<file path="src/pcs_macros.svh">
`ifndef PCS_MACROS_SVH
`define PCS_MACROS_SVH

// sync headers
`define SYNC_DATA 2'b01
`define SYNC_CTL  2'b10

// xgmii control characters
`define RS_IDLE  8'h07
`define RS_START 8'hfb
`define RS_TERM  8'hfd
`define RS_ERROR 8'hfe
`define RS_OSEQ  8'h9c
`define RS_OSIG  8'h5c

// 7-bit control codes inside a control block
`define CC_IDLE  7'h00
`define CC_ERROR 7'h1e

// O codes for sequence and signal ordered sets
`define OC_SEQ 4'h0
`define OC_SIG 4'hf

// block type field, low byte of the payload
`define BT_IDLE 8'h1e
`define BT_O4   8'h2d
`define BT_S4   8'h33
`define BT_O0S4 8'h66
`define BT_O0O4 8'h55
`define BT_S0   8'h78
`define BT_O0   8'h4b
`define BT_T0   8'h87
`define BT_T1   8'h99
`define BT_T2   8'haa
`define BT_T3   8'hb4
`define BT_T4   8'hcc
`define BT_T5   8'hd2
`define BT_T6   8'he1
`define BT_T7   8'hff

// scrambler history after reset, all ones
`define SCR_SEED {58{1'b1}}

`endif
</file>
<file path="src/encoder_pkg.sv">
package encoder_pkg;

    // mac side, one 32-bit word per i_txc cycle
    // lane 0 is the first byte on the wire, bits 7:0
    typedef logic [31:0] xgmii_data_t;

    // one control flag per byte lane of a word
    // set means the lane holds a control character
    typedef logic [3:0] xgmii_ctl_t;

    // two words paired into one 64-bit block
    // low word in bits 31:0, lane 0 still in bits 7:0
    typedef logic [63:0] blk_data_t;

    // control flags for all eight lanes of a block
    typedef logic [7:0] blk_ctl_t;

    // 64b/66b sync header
    // 01 for data blocks, 10 for control blocks
    typedef logic [1:0] sync_t;

    // 4-bit O code of an ordered set
    // sequence or signal ordered set
    typedef logic [3:0] ocode_t;

    // which half of a block the current word fills
    // PH_LOW holds the word, PH_HIGH completes the block
    typedef enum logic {
        PH_LOW  = 1'b0,
        PH_HIGH = 1'b1
    } phase_t;

endpackage

</file>
<file path="src/pcs_tx_top.sv">
module pcs_tx_top import encoder_pkg::*; (
    input  logic        i_txc,
    input  logic        i_reset,
    input  logic        i_init_done,
    input  xgmii_data_t i_txd,
    input  xgmii_ctl_t  i_txctl,
    output logic [65:0] o_txd,
    output logic        o_tx_valid
);

    // pairer to encoder
    blk_data_t blk_data;
    blk_ctl_t  blk_ctl;
    logic      blk_valid;

    // encoder to scrambler
    sync_t     enc_sync;
    blk_data_t enc_payload;
    logic      enc_valid;

    // two words in, one block strobe every second cycle
    xgmii_pair u_xgmii_pair (
        .i_txc       (i_txc),
        .i_reset     (i_reset),
        .i_init_done (i_init_done),
        .i_txd       (i_txd),
        .i_txctl     (i_txctl),
        .o_blk_data  (blk_data),
        .o_blk_ctl   (blk_ctl),
        .o_blk_valid (blk_valid)
    );

    block_encode u_block_encode (
        .i_txc       (i_txc),
        .i_reset     (i_reset),
        .i_blk_data  (blk_data),
        .i_blk_ctl   (blk_ctl),
        .i_blk_valid (blk_valid),
        .o_sync      (enc_sync),
        .o_payload   (enc_payload),
        .o_valid     (enc_valid)
    );

    // block leaves three cycles after its high word
    tx_scrambler u_tx_scrambler (
        .i_txc      (i_txc),
        .i_reset    (i_reset),
        .i_sync     (enc_sync),
        .i_payload  (enc_payload),
        .i_valid    (enc_valid),
        .o_txd      (o_txd),
        .o_tx_valid (o_tx_valid)
    );

endmodule

</file>
<file path="src/tx_scrambler.sv">
`include "pcs_macros.svh"

module tx_scrambler import encoder_pkg::*; (
    input  logic        i_txc,
    input  logic        i_reset,
    input  sync_t       i_sync,
    input  blk_data_t   i_payload,
    input  logic        i_valid,
    output logic [65:0] o_txd,
    output logic        o_tx_valid
);

    // last 58 scrambled bits, bit 0 is the newest
    logic [57:0] scr_state;
    logic [57:0] scr_next;
    blk_data_t   scr_payload;

    // x^58 + x^39 + 1, payload bit 0 goes first
    always_comb begin
        logic [57:0] hist;
        hist = scr_state;
        for (int i = 0; i < 64; i++) begin
            scr_payload[i] = i_payload[i] ^ hist[38] ^ hist[57];
            hist           = {hist[56:0], scr_payload[i]};
        end
        scr_next = hist;
    end

    // history moves only on a strobe
    always_ff @(posedge i_txc) begin
        if (i_reset) begin
            scr_state  <= `SCR_SEED;
            o_tx_valid <= 1'b0;
        end else begin
            o_tx_valid <= i_valid;
            if (i_valid) begin
                scr_state <= scr_next;
            end
        end
    end

    // header bypasses the scrambler, sits in bits 1:0
    always_ff @(posedge i_txc) begin
        if (i_valid) begin
            o_txd <= {scr_payload, i_sync};
        end
    end

endmodule

</file>
<file path="src/block_encode.sv">
`include "pcs_macros.svh"

module block_encode import encoder_pkg::*; (
    input  logic      i_txc,
    input  logic      i_reset,
    input  blk_data_t i_blk_data,
    input  blk_ctl_t  i_blk_ctl,
    input  logic      i_blk_valid,
    output sync_t     o_sync,
    output blk_data_t o_payload,
    output logic      o_valid
);

    // type byte per terminate lane, index is the lane of /T/
    localparam logic [7:0][7:0] BT_TERM = {
        `BT_T7, `BT_T6, `BT_T5, `BT_T4,
        `BT_T3, `BT_T2, `BT_T1, `BT_T0
    };

    // ordered-set character to its O code
    function automatic ocode_t to_ocode(input logic [7:0] rs_char);
        return (rs_char == `RS_OSEQ) ? `OC_SEQ : `OC_SIG;
    endfunction

    logic [7:0][7:0] lane_chr;
    logic [7:0]      is_idle;
    logic [7:0]      is_os;
    logic            lo_idle;
    logic            hi_idle;
    logic            lo_data;
    logic            hi_data;
    logic [23:0]     d_lo;
    logic [23:0]     d_hi;
    logic            term_hit;
    blk_data_t       term_payload;
    sync_t           next_sync;
    blk_data_t       next_payload;

    // per-lane control character
    // data lanes read as /E/ so they never match a control pattern
    always_comb begin
        for (int k = 0; k < 8; k++) begin
            lane_chr[k] = i_blk_ctl[k] ? i_blk_data[8*k +: 8] : `RS_ERROR;
            is_idle[k]  = (lane_chr[k] == `RS_IDLE);
            is_os[k]    = (lane_chr[k] == `RS_OSEQ) || (lane_chr[k] == `RS_OSIG);
        end
    end

    // lane groups used by the block formats
    assign lo_idle = &is_idle[3:0];
    assign hi_idle = &is_idle[7:4];
    // lanes 1-3 and 5-7 carry plain data
    assign lo_data = (i_blk_ctl[3:1] == 3'b000);
    assign hi_data = (i_blk_ctl[7:5] == 3'b000);
    assign d_lo    = i_blk_data[31:8];
    assign d_hi    = i_blk_data[63:40];

    // terminate search
    // flags must be clear below /T/ and set from /T/ upwards
    // loop runs high to low so the lowest lane wins
    always_comb begin
        term_hit     = 1'b0;
        term_payload = '0;
        for (int k = 7; k >= 0; k--) begin
            if (i_blk_ctl == (8'hff << k) && lane_chr[k] == `RS_TERM) begin
                term_hit         = 1'b1;
                term_payload     = '0;
                term_payload[7:0] = BT_TERM[k];
                // data bytes packed right after the type byte
                for (int j = 0; j < 7; j++) begin
                    if (j < k) begin
                        term_payload[8 + 8*j +: 8] = i_blk_data[8*j +: 8];
                    end
                end
                // lanes past /T/ sit at bit 8+7*lane, reserved bits stay zero
                for (int j = 1; j < 8; j++) begin
                    if (j > k) begin
                        term_payload[8 + 7*j +: 7] = `CC_IDLE;
                    end
                end
            end
        end
    end

    // block format select, first match wins
    always_comb begin
        next_sync    = `SYNC_CTL;
        // unknown pattern -> error block
        // eight /E/ codes fill the 56 bits after the type
        next_payload = {{8{`CC_ERROR}}, `BT_IDLE};
        if (i_blk_ctl == '0) begin
            next_sync    = `SYNC_DATA;
            next_payload = i_blk_data;
        end else if (lo_idle && hi_idle) begin
            next_payload = {{8{`CC_IDLE}}, `BT_IDLE};
        end else if (lo_idle && is_os[4] && hi_data) begin
            next_payload = {d_hi, to_ocode(lane_chr[4]), {4{`CC_IDLE}}, `BT_O4};
        end else if (lo_idle && lane_chr[4] == `RS_START && hi_data) begin
            // start lane carries no code, nibble left zero
            next_payload = {d_hi, 4'h0, {4{`CC_IDLE}}, `BT_S4};
        end else if (is_os[0] && lo_data && lane_chr[4] == `RS_START && hi_data) begin
            next_payload = {d_hi, 4'h0, to_ocode(lane_chr[0]), d_lo, `BT_O0S4};
        end else if (is_os[0] && lo_data && is_os[4] && hi_data) begin
            next_payload = {d_hi, to_ocode(lane_chr[4]), to_ocode(lane_chr[0]), d_lo,
                            `BT_O0O4};
        end else if (lane_chr[0] == `RS_START && i_blk_ctl[7:1] == 7'h00) begin
            next_payload = {i_blk_data[63:8], `BT_S0};
        end else if (is_os[0] && lo_data && hi_idle) begin
            next_payload = {{4{`CC_IDLE}}, to_ocode(lane_chr[0]), d_lo, `BT_O0};
        end else if (term_hit) begin
            next_payload = term_payload;
        end
    end

    // one cycle from strobe in to strobe out
    always_ff @(posedge i_txc) begin
        if (i_reset) begin
            o_valid <= 1'b0;
        end else begin
            o_valid <= i_blk_valid;
        end
    end

    always_ff @(posedge i_txc) begin
        if (i_blk_valid) begin
            o_sync    <= next_sync;
            o_payload <= next_payload;
        end
    end

endmodule

</file>
<file path="src/xgmii_pair.sv">
module xgmii_pair import encoder_pkg::*; (
    input  logic        i_txc,
    input  logic        i_reset,
    input  logic        i_init_done,
    input  xgmii_data_t i_txd,
    input  xgmii_ctl_t  i_txctl,
    output blk_data_t   o_blk_data,
    output blk_ctl_t    o_blk_ctl,
    output logic        o_blk_valid
);

    phase_t      phase;
    // first word of the block in progress
    xgmii_data_t low_data;
    xgmii_ctl_t  low_ctl;

    // phase toggles only once init is done
    // strobe follows the cycle that carried the high word
    always_ff @(posedge i_txc) begin
        if (i_reset || !i_init_done) begin
            phase       <= PH_LOW;
            o_blk_valid <= 1'b0;
        end else begin
            o_blk_valid <= (phase == PH_HIGH);
            phase       <= (phase == PH_LOW) ? PH_HIGH : PH_LOW;
        end
    end

    // low word parked, high word joins it above
    always_ff @(posedge i_txc) begin
        if (phase == PH_LOW) begin
            low_data <= i_txd;
            low_ctl  <= i_txctl;
        end else begin
            // first byte of the pair stays in bits 7:0
            o_blk_data <= {i_txd, low_data};
            o_blk_ctl  <= {i_txctl, low_ctl};
        end
    end

endmodule

</file>
<file path="config.mk">
export PLATFORM = sky130hd
export DESIGN_NAME = pcs_tx_top
export DESIGN_NICKNAME = d
export VERILOG_FILES = /design/src/encoder_pkg.sv /design/src/pcs_tx_top.sv /design/src/tx_scrambler.sv /design/src/block_encode.sv /design/src/xgmii_pair.sv
export VERILOG_INCLUDE_DIRS = /design/src
export SDC_FILE = /design/constraint.sdc
export NUM_CORES = 1
export LEC_CHECK = 0
export BUFFER_PORTS_ARGS = -buffer_cell sky130_fd_sc_hd__buf_2
export CELL_PAD_IN_SITES_DETAIL_PLACEMENT = 0
export CELL_PAD_IN_SITES_GLOBAL_PLACEMENT = 1
export CORE_MARGIN = 2
export CORE_UTILIZATION = 49
export CTS_CLUSTER_DIAMETER = 80
export DETAILED_ROUTE_END_ITERATION = 8
export GPL_TIMING_DRIVEN = 0
export PLACE_DENSITY = 0.9
export SLEW_MARGIN = 20
export SYNTH_ARGS = -nofsm -noshare
export SYNTH_HDL_FRONTEND = slang
export SYNTH_SLANG_ARGS = --single-unit
</file>
<file path="constraint.sdc">
create_clock -name i_txc -period 4.4 [get_ports i_txc]
set_clock_uncertainty 0.15 [all_clocks]
set_input_delay 0.22 -clock i_txc [delete_from_list [all_inputs] [get_ports i_txc]]
set_output_delay 0.22 -clock i_txc [all_outputs]
set_load 0.1 [all_outputs]
</file>
==> flow_summary.yaml, run 1 <==
worst_setup_path:
  end_kind: "register"
  path_buf_inv: 1
  slowest_stage: "o21ai_0"
  cpPeakStageDelay_ns: 0.58
  worst_ep_arrival_time_ns: 3.85
  rr_worst_depth: 8
  worst-path-stages: 8
  worstPathMaxFanout: 9
  crit_type: "reg2reg"
  crit_path_start_kind: "register"
  cp.required_ns: 4.54
  cp_top_family: "compound AO/OA/AOI/OAI gates"
  cp_cell_sequence: "nand4_1 > a211o_1 > a21o_1 > and2_0 > clkbuf_1 > o21a_1 > nand3_1 > o21ai_0"
route:
  first_iter_violations: 711
  wl_per_cell_um: 23.6
  drc: 0
  vias_per_cell: 5.61
  ant_nets: 0
  vias: 8045
  wirelength_um: 33800
  drt_first_pass_iters: 6
grt:
  gr-total-overflow: 0
  grt_pass1_vias: 7796
  grt_first_pass_wirelength_um: 49300
  grt_usage_pct: 25.3
  grt_start_max_net_pins: 62
  antenna_found_initial: 3
synth:
  netlist_area_mm2: 0.0125
  synthDistinctLibCells: 57
  async_flop_share_pct: 0
  yosys.area.top_type: "edfxtp_1"
  synthTopCellsByArea: "edfxtp_1, dfxtp_1, xnor2_1, a211o_1, nor2b_1"
  ys_top_cells_by_count: "edfxtp_1, xnor2_1, dfxtp_1, nor2b_1, a211o_1"
  synth_edf_count: 240
  synth-seq-cells: 302
  ys_seq_area_share_pct: 67.6
  synth_flop_cell: "edfxtp_1"
  synth_fp_nets: 941
  synth_cells: 902
  yosys.area.top_type_share_pct: 57.6
  synth_area_per_cell_um2: 13.9
  yosys_warnings: 0
  yosysMostFrequentCell: "edfxtp_1"
timing:
  tightest_slew_ns: 0.901
  setup_viol: 0
  rsz0062_at_grt: "false"
  relSlewSlack_pct: 39.6
  fmax_ghz: 0.269
  timing.hold.ws_ns: 0.233
  finalCriticalPeriod_ns: 3.72
  drv_slew: 0
  period_share_pct: 84.5
  finalHoldViolCount: 0
hold_path:
  whs_path_depth: 2
  hp-class: "in2reg"
floorplanning:
  dieArea_mm2: 0.0268
  initial_core_util_pct: 49.8
  core_mm2: 0.0251
  rows: 58
  dieHeight_um: 164
  die_w_um: 164
  io_pins: 106
cts:
  cts_root_buf: "clkbuf_16"
  cts_max_level: 1
  cts_buffers: 30
  insertion_delay_ns: 0.57
  clock_sinks: 302
  cts_tree: "built"
  clk_path_buf_depth: 3
  clkTransAtPathRegs_ns: 0.06
  cts_setup_buffers: 0
finish:
  layout-drive-gt1-share_pct: 16.3
  fin_area_mm2: 0.0148
  area_growth_pct: 18.8
  fin_nets: 1118
job:
  drv_cap: 0
pwr:
  p_per_area_mw_per_mm2: 398
  peakVddDrop_v: 0.000353
  leakagePower_nw: 5.06
  total_power_mw: 5.92
place:
  gp_congestion: 0.970
  io_buffers: 104
  place_area_mm2: 0.0135
  dp_hpwl_um: 24800
run_status:
  outcome: "finished clean"
## through the flow
stage,setup TNS (ns),cells,utilization (%),setup WS (ns)
after global routing,0,1433,59.1,0.572
after global placement,-22.72,1336,53.5,-0.621
after detailed placement,0,1339,53.9,0.807
after CTS,0,1433,59.1,0.795
final,0,1434,59.1,0.684
after floorplan,0,902,-,0.657
## power by group
group / leakage [nW] / internal [mW] / switching, mW
clock network: 0.463 / 1.33 / 1.06
registers: 2.80 / 3.17 / 0.0802
logic: 1.80 / 0.104 / 0.170
## flip-flops by register name, summed over array words and instances, names as in the netlist
register                   count
u_block_encode.o_valid         1
u_block_encode.o_sync          2
u_tx_scrambler.o_txd          66
u_xgmii_pair.low_ctl           4
u_tx_scrambler.scr_state      58
u_block_encode.o_payload      64
u_xgmii_pair.phase             1
u_xgmii_pair.o_blk_ctl         8
u_tx_scrambler.o_tx_valid      1
u_xgmii_pair.low_data         32
u_xgmii_pair.o_blk_data       64
u_xgmii_pair.o_blk_valid       1
## layout by cell type (no fill, tap or decap), types with 17 or more instances in the layout
cell type	n
a211o_1	59
a21oi_1	27
a22o_1	20
buf_2	107
clkbuf_1	30
clkbuf_16	30
dfxtp_1	59
dlygate4sd3_1	38
edfxtp_1	240
nand2_1	37
nand4_1	17
nor2_1	42
nor2b_1	62
o21ai_0	38
xnor2_1	110
xor2_1	20
## kinds of logic after synthesis
kind of cell           share of synthesized area, %
AO/OA/AOI/OAI                                  10.1
XOR/XNOR                                       9.11
buffers and inverters                          1.56
flip-flops                                     67.6
AND/OR/NAND/NOR                                11.6
## routing by layer
layer	GRT usage, %	part of all wire [%]	vias to the layer above	wire (um)
met4	7.97	2.9	0	989
met1	33.5	42	3922	14100
met3	4.04	6.6	62	2240
met5	0	0	-	0
li1	-	-	3737	-
met2	43.0	49	324	16400
## worst paths after layout
| check | startpoint | to | slack [ns] |
|---|---|---|---|
| setup / recovery | u_xgmii_pair.o_blk_data[39] | u_block_encode.o_payload[44] | 0.68 |
| hold / removal | i_txd[7] | u_xgmii_pair.low_data[7] | 0.23 |
| setup reg to reg | u_xgmii_pair.o_blk_data[39] | u_block_encode.o_payload[44] | 0.68 |
| hold reg to reg | u_xgmii_pair.low_data[26] | u_xgmii_pair.o_blk_data[26] | 0.27 |
## what timing repair did
item,4_1_cts,5_1_grt
endpoints found under the setup margin,0,0
gates resized for setup,0,0
hold buffers,38,0
endpoints found under the hold margin,76,0
## area by class of cell
type	instances	area [um2]
plain buffers	34	158
clock inverters	17	119
fillers	1988	10300
clock buffers	39	825
diodes	1	2.50
multi-input cells	556	3860
flip-flops and latches	302	8460
well taps	330	413
inverters	10	37.5
repair buffers	145	976
Power figures use the tool's default switching activity.
==> run 2, diff against run 1 <==
- ABC_AREA: not set -> 1
- CORE_UTILIZATION: 49 -> 47
- clock period: 4.4 -> 3.6 ns (I/O delays scaled with it)
==> flow_summary.yaml, run 2 <==
run_status:
  outcome: "finished clean"
finish:
  largestRegisters: "u_tx_scrambler.o_txd: 66 flops, u_block_encode.o_payload: 64 flops, u_xgmii_pair.o_blk_data: 64 flops"
  final_cell_mix: "nand2_1, edfxtp_1, inv_1"
  area_growth_pct: 17.5
  layout-drive-gt1-share_pct: 13.0
  largest_reg_flops: 66
  final_common_cell: "nand2_1"
  fin_area_mm2: 0.0166
  top_register: "u_tx_scrambler.o_txd"
  fin_nets: 1642
  num-fill-cells: 2583
grt:
  gr-total-overflow: 0
  grt_first_pass_wirelength_um: 63900
  grt_start_max_net_pins: 68
  grt_usage_pct: 27.8
  grt_pass1_vias: 10489
  antenna_found_initial: 2
pwr:
  leakagePower_nw: 6.42
  p_per_area_mw_per_mm2: 449
  total_power_mw: 7.43
  peakVddDrop_v: 0.000408
route:
  first_iter_violations: 1004
  vias_per_cell: 5.35
  ant_nets: 0
  vias: 10794
  drt_first_pass_iters: 5
  wl_per_cell_um: 21.5
  drc: 0
  wirelength_um: 43300
synth:
  synthTopCellsByArea: "edfxtp_1, nand2_1, dfxtp_1, xnor2_1, inv_1"
  synthDistinctLibCells: 40
  netlist_area_mm2: 0.0141
  synth_flop_cell: "edfxtp_1"
  synth-seq-cells: 302
  ys_seq_area_share_pct: 60.0
  yosys_warnings: 0
  async_flop_share_pct: 0
  yosysMostFrequentCell: "nand2_1"
  synth_edf_count: 240
  synth_area_per_cell_um2: 9.88
  ys_top_cells_by_count: "nand2_1, edfxtp_1, inv_1"
  yosys.area.top_type_share_pct: 51.2
  yosys.area.top_type: "edfxtp_1"
  synth_fp_nets: 1465
  synth_cells: 1426
timing:
  rsz0062_at_grt: "false"
  tightest_slew_ns: 0.743
  tns_ns: 0
  drv_slew: 0
  timing.hold.ws_ns: 0.191
  fmax_ghz: 0.299
  finalCriticalPeriod_ns: 3.34
  setup_viol: 0
  period_share_pct: 92.8
  finalHoldViolCount: 0
  relSlewSlack_pct: 50.4
cts:
  cts_root_buf: "clkbuf_16"
  cts_tree: "built"
  clk_path_buf_depth: 3
  cts_setup_buffers: 0
  clock_sinks: 302
  clkTransAtPathRegs_ns: 0.07
  cts_max_level: 1
  cts_buffers: 29
  insertion_delay_ns: 0.56
worst_setup_path:
  end_kind: "register"
  cp.required_ns: 3.74
  slowest_stage: "o221ai_1"
  cpPeakStageDelay_ns: 0.52
  worstPathMaxFanout: 10
  crit_path_start_kind: "register"
  crit_type: "reg2reg"
  worst_ep_arrival_time_ns: 3.48
  cp_cell_sequence: "buf_2 > nor2_1 > nand2_1 > nor2_2 > clkinv_1 > clkbuf_1 > o221ai_1"
place:
  gp_congestion: 0.982
  place_area_mm2: 0.0152
  dp_hpwl_um: 34100
  io_buffers: 104
floorplanning:
  die_w_um: 177
  dieArea_mm2: 0.0314
  rows: 63
  core_mm2: 0.0296
  dieHeight_um: 177
  io_pins: 106
  initial_core_util_pct: 47.7
hold_path:
  hp-class: "in2reg"
job:
  drv_cap: 0
[run 2: layer usage]
metal	vias up	GRT usage, %	routed length (um)
li1	5180	-	-
met1	5031	35.9	18000
met2	467	46.1	20200
met3	116	3.76	2690
met4	0	14.2	2380
met5	-	0	0
[run 2: stage by stage]
step / setup WS [ns] / std cells / utilization (%)
2_1_floorplan: 0.362 / 1426 / -
3_3_place_gp: -0.470 / 1920 / 51.1
3_5_place_dp: 0.388 / 1924 / 51.5
4_1_cts: 0.352 / 2014 / 56.0
5_1_grt: 0.209 / 2014 / 56.0
6_report: 0.259 / 2016 / 56.0
[run 2: cells by family after synthesis]
logic type                count (synthesis)  synth area share [%]
AOI/OAI and AO/OA                       172                  6.83
and+or+nand+nor                         638                  19.9
xor gates and xnor gates                128                  7.96
DFF                                     302                  60.0
buffers and inverters                   186                  5.30
[run 2: area by class of cell]
| cell class | count | area [um2] | area share, % |
|---|---|---|---|
| Timing Repair Buffer | 146 | 1000 | 6.06 |
| Tap cell | 390 | 488 | 2.95 |
| Multi-Input combinational cell | 938 | 4890 | 29.6 |
| Buffer | 41 | 203 | 1.22 |
| Clock inverter | 18 | 203 | 1.22 |
| Antenna cell | 2 | 5.00 | 0.0302 |
| Inverter | 145 | 544 | 3.29 |
| Clock buffer | 34 | 754 | 4.56 |
| Sequential cell | 302 | 8460 | 51.1 |
[run 2: repair_timing]
| item | in CTS | in global routing |
|---|---|---|
| hold endpoints to repair | 76 | 0 |
| setup endpoints to repair | 0 | 0 |
| hold buffers | 38 | 0 |
| resized for setup | 0 | 0 |
[run 2: final timing paths]
path                                                start                      endpoint  slack [ns]  cells past startpoint
worst max register to register  u_xgmii_pair.o_blk_ctl[7]  u_block_encode.o_payload[43]        0.26                      7
worst min register to register   u_xgmii_pair.low_data[0]    u_xgmii_pair.o_blk_data[0]        0.27                      0
worst min-delay path                            i_txd[29]     u_xgmii_pair.low_data[29]        0.19                      2
worst max-delay path            u_xgmii_pair.o_blk_ctl[7]  u_block_encode.o_payload[43]        0.26                      7
[run 2: critical path: cells and delay by family (launching register included)]
| family | cells | cell delay [ns] |
|---|---|---|
| and+or+nand+nor | 3 | 0.75 |
| buffers and inverters | 3 | 1.14 |
| DFF | 1 | 0.49 |
| AOI/OAI and AO/OA | 1 | 0.52 |
[run 2: where the power goes]
part / leakage, nW / total, mW / switching [mW] / internal (mW)
Combinational: 3.15 / 0.415 / 0.286 / 0.129
Clock: 0.469 / 3.05 / 1.27 / 1.78
Sequential: 2.80 / 3.97 / 0.101 / 3.87
